[src/rtl/spm_pkg.sv]
package spm_pkg;

    ////////////////////
    // Data widths
    ////////////////////

    // Position or value, Q31 full scale
    typedef logic signed [31:0] coord_t;

    // Sum before saturation, room for a few addends
    typedef logic signed [33:0] wide_t;

    // Lock-in sine in 25Q24
    typedef logic signed [24:0] sc_t;

    ////////////////////
    // Q positions
    ////////////////////

    localparam int q_rot   = 28; // Rotation cos/sin in SQ28
    localparam int q_slope = 31; // Plane slope coefficients
    localparam int q_sc    = 24; // Lock-in sine fraction bits

    // Symmetric clamp level for every output axis
    localparam coord_t coord_max = 32'sh7fff_ffff;

    ////////////////////
    // Modulation target
    ////////////////////

    // Codes 5..7 fall through to no modulation
    typedef enum logic [2:0]
    {
        mod_none = 3'd0,
        mod_x    = 3'd1,
        mod_y    = 3'd2,
        mod_z    = 3'd3,
        mod_u    = 3'd4
    } mod_target_e;

endpackage

[src/rtl/spm_lockin_mod.sv]
`timescale 1ns/1ns

module spm_lockin_mod
(
    input  logic                 a_clk,
    input  logic                 arst_n,
    input  logic                 advance,
    input  spm_pkg::sc_t         d_sin,
    input  spm_pkg::coord_t      mod_volume,
    input  spm_pkg::mod_target_e mod_target,
    output spm_pkg::coord_t      mod_x,
    output spm_pkg::coord_t      mod_y,
    output spm_pkg::coord_t      mod_z,
    output spm_pkg::coord_t      mod_u
);
    import spm_pkg::*;

    logic signed [56:0] prod_full; // Q31 x 25Q24
    coord_t             prod_2;    // Stage 2, back to Q31
    coord_t             prod_3;    // Stage 3 copy for the Z/U route

    assign prod_full = mod_volume * d_sin;

    always_ff @(posedge a_clk or negedge arst_n)
    begin
        if (!arst_n)
        begin
            prod_2 <= '0;
            prod_3 <= '0;
        end
        else if (advance)
        begin
            prod_2 <= coord_t'(prod_full >>> q_sc); // Arithmetic, sign kept
            prod_3 <= prod_2;
        end
    end

    // X and Y tap stage 2, Z and U tap stage 3
    assign mod_x = (mod_target == spm_pkg::mod_x) ? prod_2 : '0;
    assign mod_y = (mod_target == spm_pkg::mod_y) ? prod_2 : '0;
    assign mod_z = (mod_target == spm_pkg::mod_z) ? prod_3 : '0;
    assign mod_u = (mod_target == spm_pkg::mod_u) ? prod_3 : '0;

endmodule

[config.mk]
export PLATFORM = sky130hd
export DESIGN_NAME = spm_lockin_mod
export DESIGN_NICKNAME = d
export VERILOG_FILES = /design/src/rtl/spm_pkg.sv /design/src/rtl/spm_lockin_mod.sv
export SDC_FILE = /design/constraint.sdc
export NUM_CORES = 2
export LEC_CHECK = 0
export BUFFER_PORTS_ARGS = -buffer_cell sky130_fd_sc_hd__buf_2
export CORE_MARGIN = 4
export CORE_UTILIZATION = 30
export CTS_CLUSTER_SIZE = 40
export DETAILED_ROUTE_END_ITERATION = 16
export PLACE_DENSITY = 0.46
export SLEW_MARGIN = 20
export SYNTH_ARGS = -nofsm -noshare
export SYNTH_HDL_FRONTEND = slang
export SYNTH_SLANG_ARGS = --single-unit
[constraint.sdc]
create_clock -name a_clk -period 2.2 [get_ports a_clk]
set_clock_uncertainty 0.05 [all_clocks]
set_input_delay 0.11 -clock a_clk [delete_from_list [all_inputs] [get_ports a_clk]]
set_output_delay 0.11 -clock a_clk [all_outputs]
set_load 0.1 [all_outputs]
### Word-level counts from Yosys, hierarchy flattened

Index checks and enable logic that the tools add are counted.

| word-level totals | value |
|---|---|
| input bits | 63 |
| output and inout port bits | 128 |
| register bits | 64 |
| word-level logic and storage cells | 11 |

| operators by class | value |
|---|---|
| equal/unequal tests | 4 |
| multipliers | 1 |
| multiplexer cells | 4 |

Operator list:

| operator | number |
|---|---|
| $mux W32 | 4 |
| $mul A32 B25 Y56 | 1 |
| $eq A3 B2 Y1 const B | 2 |
| $eq A3 B1 Y1 const B | 1 |
| $eq A3 B3 Y1 const B | 1 |

### Depth between registers and ports, before layout

| depth | value |
|---|---|
| depth after elaboration | 2 |
| depth in mapped cells | 27 |
| depth with buffers taken out | 25 |

### Least setup slack after synthesis

No wires, ideal clock.

| timing | value |
|---|---|
| path kind | input-to-reg |
| from | input mod_volume[31] |
| to | register prod_2[29] |
| buffers on the path | 1 |
| required time | 2.024 ns |
| path slack | -4.579 ns |
| stages | 21 |
| arrival time | 6.603 ns |
| library setup time | 0.126 ns |
| cell sequence | clkbuf_1 > nand2_1 > inv_1 > fa_1 > fa_1 > inv_1 > fa_1 > inv_1 > fa_1 > fa_1 > fa_1 > fa_1 > ha_1 > a21oi_1 > o21bai_1 > a21o_1 > a21o_1 > a21o_1 > a221oi_1 > o21ai_0 > a221o_1 |

| on the way | value |
|---|---|
| longest elaborated chain between the ends | 1 |

Ends and longest elaborated chain:

| what | line | source |
|---|---|---|
| start: declaration | spm_lockin_mod.sv:9 | `input spm_pkg::coord_t mod_volume,` |
| $mul A32 B25 Y56 | spm_lockin_mod.sv:22 | `assign prod_full = mod_volume * d_sin;` |
| end signal: assignment | spm_lockin_mod.sv:33 | `prod_2 <= coord_t'(prod_full >>> q_sc);` |
| end: declaration | spm_lockin_mod.sv:19 | `coord_t prod_2;` |

Every way passes these cells.
A chain may end at the register's enable or synchronous reset.

### Worst setup path after layout

| timing | value |
|---|---|
| from | input d_sin[23] |
| to | register prod_2[26] |

| on the way | value |
|---|---|
| longest elaborated chain between the ends | 1 |

Ends and longest elaborated chain:

| what | line | source |
|---|---|---|
| start: declaration | spm_lockin_mod.sv:8 | `input spm_pkg::sc_t d_sin,` |
| $mul A32 B25 Y56 | spm_lockin_mod.sv:22 |  |

Every way passes these cells.

==> results.toml <==
[final_layout]
final_area_sq_um = 37900
multi_input_area_sq_um = 26500
fin_nets = 4695
fin_util_pct = 37.6
syn_to_final_growth_pct = 23.8
seq_area_sq_um = 1600
nFillCells = 10400
drive_gt1_share_pct = 23.5

[grt]
grt_pass1_vias = 25600
gr-total-overflow = 0
grt_max_degree = 49
grt_pass1_wl_mm = 146
grt_usage_pct = 17.6
grt_antenna_before_repair = 5

[clock_tree]
cts_buffer_depth = 2
cts-root-buf = "clkbuf_16"
clk_latency_ps = 320
cts_inserted_buffers = 9
clk_pin_slew_ps = 50
clock-sinks = 64
cts_tree = "built"
cts_htree_levels = 3

[timing]
fmax_ghz = 0.154
tightest_slew_ps = 610
whs_ps = 178
slew_viol_final = 0
layout_min_cycle_time_ps = 6470
setup_slack_ps = -4270
hold_viol = 0
setup_viol = 32
rsz0062_at_grt = "true"
min_period_over_period_pct = 294
max_slew_margin_pct = 59.3

[routing]
drt_iter0_drc = 974
viasPerCell = 4.42
drtPass1Iterations = 5
drc = 0
ant_nets = 0
wl_mm = 91.2
wl_per_cell_um = 18.1
num_vias = 22300

[setup_path]
worstPathArrival_ps = 6630
rr_worst_depth = 2
cpMaxStageDelayCell = "fa_2"
reg2reg_to = "prod_2[27]"
critPathBufInv = 4
worstPathCellList = "buf_4 -> buf_4 -> nand2_1 -> fa_1 -> fa_1 -> fa_1 -> fa_1 -> fa_1 -> fa_1 -> fa_2 -> inv_2 -> ha_4 -> a21o_1 -> a21oi_2 -> o31a_1 -> nand3_2 -> o2111a_2 -> buf_6 -> o311a_4 -> o211ai_4 -> a211oi_1 -> a221o_1"
crit_path_start_kind = "primary input"
rr_startpoint = "prod_2[27]"
rrSetupSlack_ps = 1170
max_stage_delay_ps = 580
required_ps = 2360
crit_path_frequent_cell = "fa_1"
cp_top_family = "adder cells"
critPathKind = "in2reg"
end_kind = "register"
cp_max_fo = 23

[floorplanning]
die_w_um = 327
coreArea_sq_um = 101000
rows = 116
ioPinCount = 191
start_util_pct = 30.4
die_y_um = 327
dieArea_sq_um = 107000

[synth]
dominantRegCellSynth = "dfrtp_1"
synth_edf_count = 0
yosys_warnings = 0
synth_sequential_area_ratio_pct = 5.24
ys_types = 68
synth.net_count = 4264
yosys.area.top_type_share_pct = 53.0
netlist_instances = 3241
syn_area_per_cell_sq_um = 9.44
async_flop_share_pct = 100
yosys.area.top_type = "fa_1"
synthTopCellsByArea = "fa_1, and2_1, inv_1, ha_1, dfrtp_1"
ys_ff_latch = 64
synthesis.area_sq_um = 30600

[min_path]
hp-start = "advance"
worst_hold_path_type = "in2reg"
min_path_cells = 2
min_to = "prod_2[23]"

[placement]
numPortBuffers = 190
place_area_sq_um = 35900
hpwl_mm = 79.0
gp_congestion = 0.834

[status]
status = "complete, but fails checks"
failed_checks = "negative setup slack"

[job]
maxCapViolations = 0
layout by cell type, fill, tap and decap left out, types with 5 or more instances in the layout:
master,n
fa_1,777
inv_1,757
and2_1,495
nand2_1,398
buf_4,334
buf_2,149
ha_1,127
dfrtp_1,64
buf_6,53
mux2_2,34
fa_2,33
buf_12,32
and2_4,27
nor2b_1,27
inv_2,26
a21o_1,21
xnor2_1,21
ha_4,20
a21oi_1,18
a21oi_2,17
mux2_4,15
nor2_1,13
and3_1,11
clkbuf_16,10
buf_8,10
nand3_1,9
nand2b_1,8
o21ai_1,8
nand2_2,7
o21ai_0,7
nand4_1,6
xor2_1,6
o21a_1,5
xnor2_2,5
per-stage QoR:
stage | setup slack (ps) | TNS, ps | cells
2_1_floorplan | -4070 | -122710 | 3241
3_3_place_gp | -5060 | -151460 | 4981
3_5_place_dp | -4980 | -151040 | 4981
4_1_cts | -4360 | -132880 | 5020
5_1_grt | -4450 | -135820 | 5035
6_report | -4270 | -129550 | 5035
registers in the layout, summed over array words and instances (netlist names):
signal and flops:
prod_2 32, prod_3 32
logic make-up (layout without fill, tap and decap cells):
logic type                 after synthesis  after routing  share of synthesized area (%)
and+or+nand+nor                       1042           1042                           17.8
buffers and inverters                  948           1384                           11.7
AOI/OAI and AO/OA                      142            142                           3.33
xor gates and xnor gates                36             36                           1.03
DFF                                     64             64                           5.24
adders and majority gates              960            960                           59.2
muxes                                   49             49                           1.80
other                                    0              1                              0
worst max-delay path by stage:
stage	start	endpoint	slack [ps]	depth (start not counted)
after global placement	d_sin[2]	prod_2[18]	-5060	24
after global routing	d_sin[6]	prod_2[26]	-4450	26
after CTS	d_sin[6]	prod_2[31]	-4360	26
final	d_sin[23]	prod_2[26]	-4270	22
after floorplan	d_sin[23]	prod_2[31]	-4070	19
after detailed placement	d_sin[2]	prod_2[18]	-4980	24
per-layer routing:
metal  part of all wire, %  track usage, %
met4                   3.1            4.43
met3                   2.3            1.35
met5                     0               0
met2                    55            34.4
met1                    39            20.7
Yosys cell counts, types with 4 or more instances:
library cell,n
dfrtp_1,64
o21bai_1,5
nor2b_1,27
xnor2_1,27
inv_1,785
and3_1,12
o21a_1,5
a31oi_1,4
mux2_2,49
o21ai_0,18
nand2_1,409
xor2_1,9
clkbuf_1,158
fa_1,810
nand2b_1,8
nand4_1,6
ha_1,150
nor2_1,19
a21oi_1,37
nand3_1,15
nor3_1,9
and2_1,522
o311ai_0,4
a21o_1,21
cell type report:
cell class,count,area share [%]
clock buffers,10,0.631
repair buffers,583,12.5
inverters,785,7.80
well taps,1357,4.49
flip-flops and latches,64,4.23
diodes,1,0.00661
multi-input cells,2229,70.1
clock inverters,6,0.218
worst register-to-register path: stages, from the launching register on:
cell and delay [ps]:
dfrtp_1 410, a221oi_1 290, o311ai_1 140
what timing repair did:
action,in CTS,in global routing
setup endpoints to repair,32,32
endpoints found under the hold margin,25,0
hold buffers,1,0
pin swaps,89,99
gates resized for setup,187,164
cloned,0,1
setup buffers,23,18
Power is left out: the tool's default activity adds up to more than one toggle a clock period on the data nets, which glitch-free logic cannot reach.
